File: config.mk
export PLATFORM = sky130hd
export DESIGN_NAME = csr_top
export DESIGN_NICKNAME = d
export VERILOG_FILES = /design/src/rtl/csr_pkg.sv /design/src/rtl/csr_file.sv /design/src/rtl/csr_exec.sv /design/src/rtl/trap_ctrl.sv /design/src/rtl/csr_top.sv
export SDC_FILE = /design/constraint.sdc
export NUM_CORES = 1
export LEC_CHECK = 0
export BUFFER_PORTS_ARGS = -buffer_cell sky130_fd_sc_hd__buf_4
export CORE_AREA = 10 10 130 132
export CTS_CLUSTER_DIAMETER = 30
export DETAILED_ROUTE_END_ITERATION = 7
export DIE_AREA = 0 0 140 142
export GPL_TIMING_DRIVEN = 0
export PLACE_DENSITY = 0.78
export SLEW_MARGIN = 20
export SYNTH_ARGS = -nofsm -noshare
export SYNTH_HDL_FRONTEND = slang
export SYNTH_SLANG_ARGS = --single-unit
File: constraint.sdc
create_clock -name i_clk -period 3.3 [get_ports i_clk]
set_input_delay 0.66 -clock i_clk [delete_from_list [all_inputs] [get_ports i_clk]]
set_output_delay 0.66 -clock i_clk [all_outputs]
set_load 0.03 [all_outputs]
File: src/rtl/csr_pkg.sv
package csr_pkg;

  // datapath widths
  localparam int CPU_WIDTH = 32;  // data and pc
  localparam int CSR_ADDRW = 12;  // csr address field of the instruction

  // machine mode csr addresses
  localparam logic [CSR_ADDRW-1:0] ADDR_MSTATUS = 12'h300;
  localparam logic [CSR_ADDRW-1:0] ADDR_MTVEC   = 12'h305;
  localparam logic [CSR_ADDRW-1:0] ADDR_MEPC    = 12'h341;
  localparam logic [CSR_ADDRW-1:0] ADDR_MCAUSE  = 12'h342;

  // mstatus fields we care about
  localparam int MSTATUS_MIE  = 3;  // global machine irq enable
  localparam int MSTATUS_MPIE = 7;  // mie saved on trap entry

  // mcause encodings
  localparam logic [CPU_WIDTH-1:0] CAUSE_ECALL_M   = 32'd11;
  localparam logic [CPU_WIDTH-1:0] CAUSE_EXT_IRQ_M = {1'b1, 31'd11};  // interrupt bit + code

  // decoded csr instruction from the core
  typedef enum logic [1:0] {
    CSR_NONE = 2'd0,  // no csr access
    CSR_RW   = 2'd1,  // csrrw
    CSR_RS   = 2'd2,  // csrrs
    CSR_RC   = 2'd3   // csrrc
  } csr_op_e;

  // trap action picked in one cycle
  typedef enum logic [1:0] {
    TRAP_NONE  = 2'd0,
    TRAP_IRQ   = 2'd1,  // pending external interrupt taken
    TRAP_ECALL = 2'd2,  // environment call
    TRAP_MRET  = 2'd3   // return from trap
  } trap_kind_e;

endpackage

File: src/rtl/csr_file.sv
`timescale 1ns/1ps

module csr_file (
  input  logic                          i_clk,
  input  logic                          i_rst_n,

  // instruction read port
  input  logic                          i_ren,
  input  logic [csr_pkg::CSR_ADDRW-1:0] i_raddr,
  output logic [csr_pkg::CPU_WIDTH-1:0] o_rdata,

  // instruction write port
  input  logic                          i_wen,
  input  logic [csr_pkg::CSR_ADDRW-1:0] i_waddr,
  input  logic [csr_pkg::CPU_WIDTH-1:0] i_wdata,

  // trap side writes, these win over the instruction port
  input  logic                          i_mepc_wen,
  input  logic [csr_pkg::CPU_WIDTH-1:0] i_mepc_wdata,
  input  logic                          i_mcause_wen,
  input  logic [csr_pkg::CPU_WIDTH-1:0] i_mcause_wdata,
  input  logic                          i_mstatus_wen,
  input  logic [csr_pkg::CPU_WIDTH-1:0] i_mstatus_wdata,

  // live values for the trap controller
  output logic [csr_pkg::CPU_WIDTH-1:0] o_mtvec,
  output logic [csr_pkg::CPU_WIDTH-1:0] o_mstatus,
  output logic [csr_pkg::CPU_WIDTH-1:0] o_mepc
);

  logic [csr_pkg::CPU_WIDTH-1:0] mstatus;  // machine status
  logic [csr_pkg::CPU_WIDTH-1:0] mtvec;    // trap handler base, direct mode only
  logic [csr_pkg::CPU_WIDTH-1:0] mepc;     // pc of the trapped instruction
  logic [csr_pkg::CPU_WIDTH-1:0] mcause;   // why we trapped

  // address match of the instruction write, one per register
  logic wsel_mstatus;
  logic wsel_mtvec;
  logic wsel_mepc;
  logic wsel_mcause;

  assign wsel_mstatus = i_wen & (i_waddr == csr_pkg::ADDR_MSTATUS);
  assign wsel_mtvec   = i_wen & (i_waddr == csr_pkg::ADDR_MTVEC);
  assign wsel_mepc    = i_wen & (i_waddr == csr_pkg::ADDR_MEPC);
  assign wsel_mcause  = i_wen & (i_waddr == csr_pkg::ADDR_MCAUSE);
  // unknown addresses match nothing, so the write is dropped

  // read mux, zero when idle or address unknown
  always_comb begin
    o_rdata = '0;
    if (i_ren) begin
      case (i_raddr)
        csr_pkg::ADDR_MSTATUS: o_rdata = mstatus;
        csr_pkg::ADDR_MTVEC:   o_rdata = mtvec;
        csr_pkg::ADDR_MEPC:    o_rdata = mepc;
        csr_pkg::ADDR_MCAUSE:  o_rdata = mcause;
        default:               o_rdata = '0;
      endcase
    end
  end

  // per register write priority, trap port first
  always_ff @(posedge i_clk) begin
    if (!i_rst_n) begin
      mstatus <= '0;
      mtvec   <= '0;
      mepc    <= '0;
      mcause  <= '0;
    end else begin
      if (i_mstatus_wen) begin
        mstatus <= i_mstatus_wdata;  // trap entry or mret
      end else if (wsel_mstatus) begin
        mstatus <= i_wdata;
      end

      if (wsel_mtvec) begin
        mtvec <= i_wdata;  // no trap port
      end

      if (i_mepc_wen) begin
        mepc <= i_mepc_wdata;
      end else if (wsel_mepc) begin
        mepc <= i_wdata;
      end

      if (i_mcause_wen) begin
        mcause <= i_mcause_wdata;
      end else if (wsel_mcause) begin
        mcause <= i_wdata;
      end
    end
  end

  assign o_mtvec   = mtvec;
  assign o_mstatus = mstatus;
  assign o_mepc    = mepc;

endmodule

File: src/rtl/csr_exec.sv
`timescale 1ns/1ps

module csr_exec (
  // decoded instruction from the core
  input  csr_pkg::csr_op_e              i_csr_op,
  input  logic [csr_pkg::CSR_ADDRW-1:0] i_csr_addr,
  input  logic [csr_pkg::CPU_WIDTH-1:0] i_rs1_data,
  output logic [csr_pkg::CPU_WIDTH-1:0] o_rd_data,   // old csr value for rd

  // register file read port
  output logic                          o_ren,
  output logic [csr_pkg::CSR_ADDRW-1:0] o_raddr,
  input  logic [csr_pkg::CPU_WIDTH-1:0] i_rdata,

  // register file write port
  output logic                          o_wen,
  output logic [csr_pkg::CSR_ADDRW-1:0] o_waddr,
  output logic [csr_pkg::CPU_WIDTH-1:0] o_wdata
);

  logic csr_active;  // any of the three csr instructions

  assign csr_active = (i_csr_op != csr_pkg::CSR_NONE);

  // read the old value in the same cycle
  assign o_ren   = csr_active;
  assign o_raddr = i_csr_addr;

  // write back lands at the next edge
  assign o_wen   = csr_active;  // single cycle strobe, op is held one cycle
  assign o_waddr = i_csr_addr;

  // new value from the old one and rs1
  always_comb begin
    case (i_csr_op)
      csr_pkg::CSR_RW: o_wdata = i_rs1_data;             // plain swap
      csr_pkg::CSR_RS: o_wdata = i_rdata | i_rs1_data;   // set bits
      csr_pkg::CSR_RC: o_wdata = i_rdata & ~i_rs1_data;  // clear bits
      default:         o_wdata = i_rdata;                // no write anyway
    endcase
  end

  // rd always sees the value from before the write
  // reads as zero when no op, the file mux does that
  assign o_rd_data = i_rdata;

endmodule

File: src/rtl/trap_ctrl.sv
`timescale 1ns/1ps

module trap_ctrl (
  input  logic                          i_clk,
  input  logic                          i_rst_n,

  // core side requests
  input  logic [csr_pkg::CPU_WIDTH-1:0] i_pc,     // pc of the current instruction
  input  logic                          i_ecall,
  input  logic                          i_mret,
  input  logic                          i_irq,    // one cycle pulse

  // live csr values
  input  logic [csr_pkg::CPU_WIDTH-1:0] i_mtvec,
  input  logic [csr_pkg::CPU_WIDTH-1:0] i_mepc,
  input  logic [csr_pkg::CPU_WIDTH-1:0] i_mstatus,

  // trap writes into the csr file
  output logic                          o_mepc_wen,
  output logic [csr_pkg::CPU_WIDTH-1:0] o_mepc_wdata,
  output logic                          o_mcause_wen,
  output logic [csr_pkg::CPU_WIDTH-1:0] o_mcause_wdata,
  output logic                          o_mstatus_wen,
  output logic [csr_pkg::CPU_WIDTH-1:0] o_mstatus_wdata,

  // pc redirect to the core
  output logic                          o_redirect,
  output logic [csr_pkg::CPU_WIDTH-1:0] o_redirect_pc
);

  logic                 irq_pend;   // interrupt seen, not yet taken
  logic                 mie;
  logic                 take_trap;  // ecall or irq entry
  csr_pkg::trap_kind_e  trap_kind;

  assign mie = i_mstatus[csr_pkg::MSTATUS_MIE];

  // priority ecall > mret > pending irq
  always_comb begin
    trap_kind = csr_pkg::TRAP_NONE;
    if (i_ecall) begin
      trap_kind = csr_pkg::TRAP_ECALL;
    end else if (i_mret) begin
      trap_kind = csr_pkg::TRAP_MRET;
    end else if (irq_pend && mie) begin
      trap_kind = csr_pkg::TRAP_IRQ;
    end
  end

  // pending flag, a fresh pulse re-arms it even while one is taken
  always_ff @(posedge i_clk) begin
    if (!i_rst_n) begin
      irq_pend <= 1'b0;
    end else if (i_irq) begin
      irq_pend <= 1'b1;
    end else if (trap_kind == csr_pkg::TRAP_IRQ) begin
      irq_pend <= 1'b0;  // consumed
    end
  end

  assign take_trap = (trap_kind == csr_pkg::TRAP_ECALL) | (trap_kind == csr_pkg::TRAP_IRQ);

  // mepc and mcause only move on trap entry
  assign o_mepc_wen     = take_trap;
  assign o_mepc_wdata   = i_pc;
  assign o_mcause_wen   = take_trap;
  assign o_mcause_wdata = (trap_kind == csr_pkg::TRAP_IRQ) ? csr_pkg::CAUSE_EXT_IRQ_M
                                                           : csr_pkg::CAUSE_ECALL_M;

  // mstatus stack of mie/mpie
  always_comb begin
    o_mstatus_wdata = i_mstatus;  // other bits untouched
    if (take_trap) begin
      o_mstatus_wdata[csr_pkg::MSTATUS_MPIE] = mie;
      o_mstatus_wdata[csr_pkg::MSTATUS_MIE]  = 1'b0;  // handler runs masked
    end else if (trap_kind == csr_pkg::TRAP_MRET) begin
      o_mstatus_wdata[csr_pkg::MSTATUS_MIE]  = i_mstatus[csr_pkg::MSTATUS_MPIE];
      o_mstatus_wdata[csr_pkg::MSTATUS_MPIE] = 1'b1;
    end
  end
  assign o_mstatus_wen = take_trap | (trap_kind == csr_pkg::TRAP_MRET);

  // redirect is valid in the request cycle
  assign o_redirect    = (trap_kind != csr_pkg::TRAP_NONE);
  assign o_redirect_pc = (trap_kind == csr_pkg::TRAP_MRET) ? i_mepc : i_mtvec;

endmodule

File: src/rtl/csr_top.sv
`timescale 1ns/1ps

module csr_top (
  input  logic                          i_clk,
  input  logic                          i_rst_n,

  // csr instruction
  input  csr_pkg::csr_op_e              i_csr_op,
  input  logic [csr_pkg::CSR_ADDRW-1:0] i_csr_addr,
  input  logic [csr_pkg::CPU_WIDTH-1:0] i_rs1_data,
  output logic [csr_pkg::CPU_WIDTH-1:0] o_rd_data,

  // trap requests and redirect
  input  logic [csr_pkg::CPU_WIDTH-1:0] i_pc,
  input  logic                          i_ecall,
  input  logic                          i_mret,
  input  logic                          i_irq,
  output logic                          o_redirect,
  output logic [csr_pkg::CPU_WIDTH-1:0] o_redirect_pc
);

  // executor <-> csr file
  logic                          ren;
  logic [csr_pkg::CSR_ADDRW-1:0] raddr;
  logic [csr_pkg::CPU_WIDTH-1:0] rdata;
  logic                          wen;
  logic [csr_pkg::CSR_ADDRW-1:0] waddr;
  logic [csr_pkg::CPU_WIDTH-1:0] wdata;

  // trap controller <-> csr file
  logic                          mepc_wen;
  logic [csr_pkg::CPU_WIDTH-1:0] mepc_wdata;
  logic                          mcause_wen;
  logic [csr_pkg::CPU_WIDTH-1:0] mcause_wdata;
  logic                          mstatus_wen;
  logic [csr_pkg::CPU_WIDTH-1:0] mstatus_wdata;
  logic [csr_pkg::CPU_WIDTH-1:0] mtvec;
  logic [csr_pkg::CPU_WIDTH-1:0] mstatus;
  logic [csr_pkg::CPU_WIDTH-1:0] mepc;

  csr_exec u_exec (
    .i_csr_op   (i_csr_op),
    .i_csr_addr (i_csr_addr),
    .i_rs1_data (i_rs1_data),
    .o_rd_data  (o_rd_data),
    .o_ren      (ren),
    .o_raddr    (raddr),
    .i_rdata    (rdata),
    .o_wen      (wen),
    .o_waddr    (waddr),
    .o_wdata    (wdata)
  );

  trap_ctrl u_trap (
    .i_clk           (i_clk),
    .i_rst_n         (i_rst_n),
    .i_pc            (i_pc),
    .i_ecall         (i_ecall),
    .i_mret          (i_mret),
    .i_irq           (i_irq),
    .i_mtvec         (mtvec),
    .i_mepc          (mepc),
    .i_mstatus       (mstatus),
    .o_mepc_wen      (mepc_wen),
    .o_mepc_wdata    (mepc_wdata),
    .o_mcause_wen    (mcause_wen),
    .o_mcause_wdata  (mcause_wdata),
    .o_mstatus_wen   (mstatus_wen),
    .o_mstatus_wdata (mstatus_wdata),
    .o_redirect      (o_redirect),
    .o_redirect_pc   (o_redirect_pc)
  );

  // trap writes beat instruction writes in here
  csr_file u_file (
    .i_clk           (i_clk),
    .i_rst_n         (i_rst_n),
    .i_ren           (ren),
    .i_raddr         (raddr),
    .o_rdata         (rdata),
    .i_wen           (wen),
    .i_waddr         (waddr),
    .i_wdata         (wdata),
    .i_mepc_wen      (mepc_wen),
    .i_mepc_wdata    (mepc_wdata),
    .i_mcause_wen    (mcause_wen),
    .i_mcause_wdata  (mcause_wdata),
    .i_mstatus_wen   (mstatus_wen),
    .i_mstatus_wdata (mstatus_wdata),
    .o_mtvec         (mtvec),
    .o_mstatus       (mstatus),
    .o_mepc          (mepc)
  );

endmodule

==> metrics.yaml <==
outcome:
  status: "complete, no violations"
clock_network:
  cts.clk_slew.worst_paths_ns: 0.06
  clockRootBuffer: "clkbuf_16"
  cts-buffers-inserted: 17
  htreeDepth: 4
  max-clock-path-buffers: 2
  clock-sinks: 129
  cts_tree: "built"
  hold_buffers: 0
  insertion_delay_ns: 0.44
pwr:
  peakVddDrop_mv: 0.402
  total_power_uw: 4330
  power.switching_uw: 1200
  powerDensity_nw_per_um2: 449
  p_int_uw: 3130
  p_sw_share_pct: 27.7
  pwr-share-comb_pct: 14.5
  p_leak_uw: 0.00419
  seqPwrFrac_pct: 37.8
  p_clk_share_pct: 47.7
logic_synthesis:
  synth.avg_cell_area_um2: 7.63
  syn_area_um2: 7630
  synth_top_area_share_pct: 33.8
  yosys_warnings: 0
  ys_seq_elements: 129
  synth.distinct_cells: 61
  yosys.area.top_type: "dfxtp_1"
  synth_area_leaders: "dfxtp_1 34%, o21ai_0 9.8%, a21oi_1 8.2%"
  syn-instance-count: 1001
  syn-num-nets: 1087
  ys_seq_area_share_pct: 33.8
  synth_flop_cell: "dfxtp_1"
  synth-edff-count: 0
  async_reset_ff_share_pct: 0
timing:
  max_freq_mhz: 307
  min_period_over_period_pct: 98.7
  fin_skew_ns: 0.00962
  hold_viol: 0
  finalSetupViolations: 0
  rsz0062_at_grt: "yes"
  fin_tns_setup_ns: 0
  final_max_slew_viol_count: 0
  slew_headroom_pct: 44.8
  tightest_slew_ns: 0.829
  min_period_ns: 3.26
die:
  io_pins: 148
  die_h_um: 142
  core-area_um2: 14300
  rows: 44
  start_util_pct: 53.3
  die_w_um: 140
  die-area_um2: 19900
grt:
  grt_pass1_vias: 8561
  grt_use_total_pct: 30.5
  grt_pass1_wl_um: 48900
  grt_antenna_before_repair: 0
  grt_max_degree: 17
  overflow: 0
routing:
  drtPass1Iterations: 6
  antenna_left: 0
  finalWirelength_um: 31900
  viasPerCell: 6.69
  wire_per_inst_um: 23.4
  dr.first_iter.drc_count: 1501
  via_count: 9114
  drc: 0
cells_and_area:
  layout_common_cells: "149 x o21ai_0, 148 x buf_4, 129 x dfxtp_1"
  drive_above_1_share_pct: 22.0
  final_nets: 1251
  area_growth_syn_to_layout_pct: 26.4
  final_common_cell: "o21ai_0"
placed_design:
  dp_hpwl_um: 22400
  io_buffers: 145
  gp_congestion: 0.987
setup_path:
  critPathKind: "input port to primary output"
  required_ns: 2.64
  rr_worst_depth: 10
  critPathLaunch: "i_csr_addr[11]"
  r2r-start: "u_file.o_mstatus[3]"
  cp-start-kind: "input port"
  r2r_slack_ns: 0.12
  arrival_ns: 2.60
  crit_fanout: 10
  worst_setup_path_end_kind: "primary output"
run:
  maxCapViolCount: 0
min_path:
  hp-class: "input port to flop"
  hold_path_depth: 2
  min_from: "i_rs1_data[24]"
-- cell families (layout without fill, tap and decap cells) --
logic type | after synthesis | in the layout | share of synthesized area (%)
xor+xnor | 4 | 4 | 0.459
simple gates | 294 | 294 | 20.1
compound gates | 432 | 432 | 34.6
fa+ha+maj | 3 | 3 | 0.492
other cells | 0 | 1 | 0
flops | 129 | 129 | 33.8
buf+inv | 104 | 281 | 5.44
mux | 35 | 35 | 5.11
-- worst max-delay path, cell delays in order --
cell      delay (ns)
buf_4           0.11
nor4bb_1        0.33
clkbuf_2        0.26
nand2_2         0.19
clkbuf_2        0.33
a21oi_1         0.25
a21oi_1         0.06
nor2_1          0.19
buf_4           0.21
-- routing by layer --
layer  share of wire, %  wire (um)  global-route usage [%]
met5                  0          0                       0
met2                 44      14000                    46.8
met4                4.5       1430                    13.9
met3                 11       3650                    7.38
met1                 40      12800                    39.7
-- sequential cells by signal, summed over array words and instances, names as in the netlist --
name              flops
u_file.o_mtvec       32
u_file.mcause        32
u_file.o_mepc        32
u_trap.irq_pend       1
u_file.o_mstatus     32
-- path summary, 6_finish.rpt --
| check | to |
|---|---|
| setup / recovery | o_rd_data[7] |
| hold / removal | u_file.o_mepc[24] |
| setup reg to reg | u_file.o_mepc[12] |
| hold reg to reg | u_file.mcause[2] |
-- synthesized netlist by cell type (4+ instances only) --
master       n
a211oi_1     4
buf_2       17
o2bb2ai_1   21
o311ai_1    14
nor2_1      54
and3b_1     52
o41ai_1      6
clkbuf_1    69
o311ai_0     9
o21ai_0    149
a21o_1      44
a22o_1       4
nand4_1      4
nor2b_1      4
and2_1       4
o31ai_1      5
inv_1        5
nand2_1    123
mux2_2      32
buf_1        9
nand3_1     28
dfxtp_1    129
a31oi_1     20
a21oi_1    125
and3_1       6
a22oi_1      8
-- timing repair --
item | in CTS | in global routing
cloned | 0 | 0
setup endpoints to repair | 29 | 38
gates resized for setup | 15 | 25
pin swaps | 1 | 1
buffers inserted | 1 | 0
-- power groups by stage --
stage          combinational, uW  clock (uW)  sequential, uW
2_1_floorplan                336           0            1660
3_3_place_gp                 593           0            1670
3_5_place_dp                 601           0            1670
4_1_cts                      606        2040            1630
5_1_grt                      664        2110            1640
6_report                     629        2060            1640
-- area by class of cell --
class	instances	area [um2]
diodes	1	2.50
plain buffers	95	422
clock buffers	19	453
clock inverters	13	184
fillers	1278	4660
inverters	8	30.0
multi-input cells	768	4650
flip-flops and latches	129	2580
well taps	184	230
repair buffers	146	1100
-- metrics by stage --
| stage | cell area (um2) | utilization, % | hold WS (ns) | std cells | worst slack, ns |
|---|---|---|---|---|---|
| floorplan | 7630 | - | 0.425 | 1001 | 0.188 |
| global placement | 8950 | 62.6 | 0.437 | 1330 | -0.379 |
| detailed placement | 8950 | 62.6 | 0.439 | 1330 | -0.413 |
| CTS | 9630 | 67.3 | 0.434 | 1362 | 0.00238 |
| global route | 9650 | 67.4 | 0.454 | 1362 | -0.0654 |
| finish | 9650 | 67.4 | 0.438 | 1363 | 0.0422 |
Note: power is estimated with default switching activity, not from simulation.
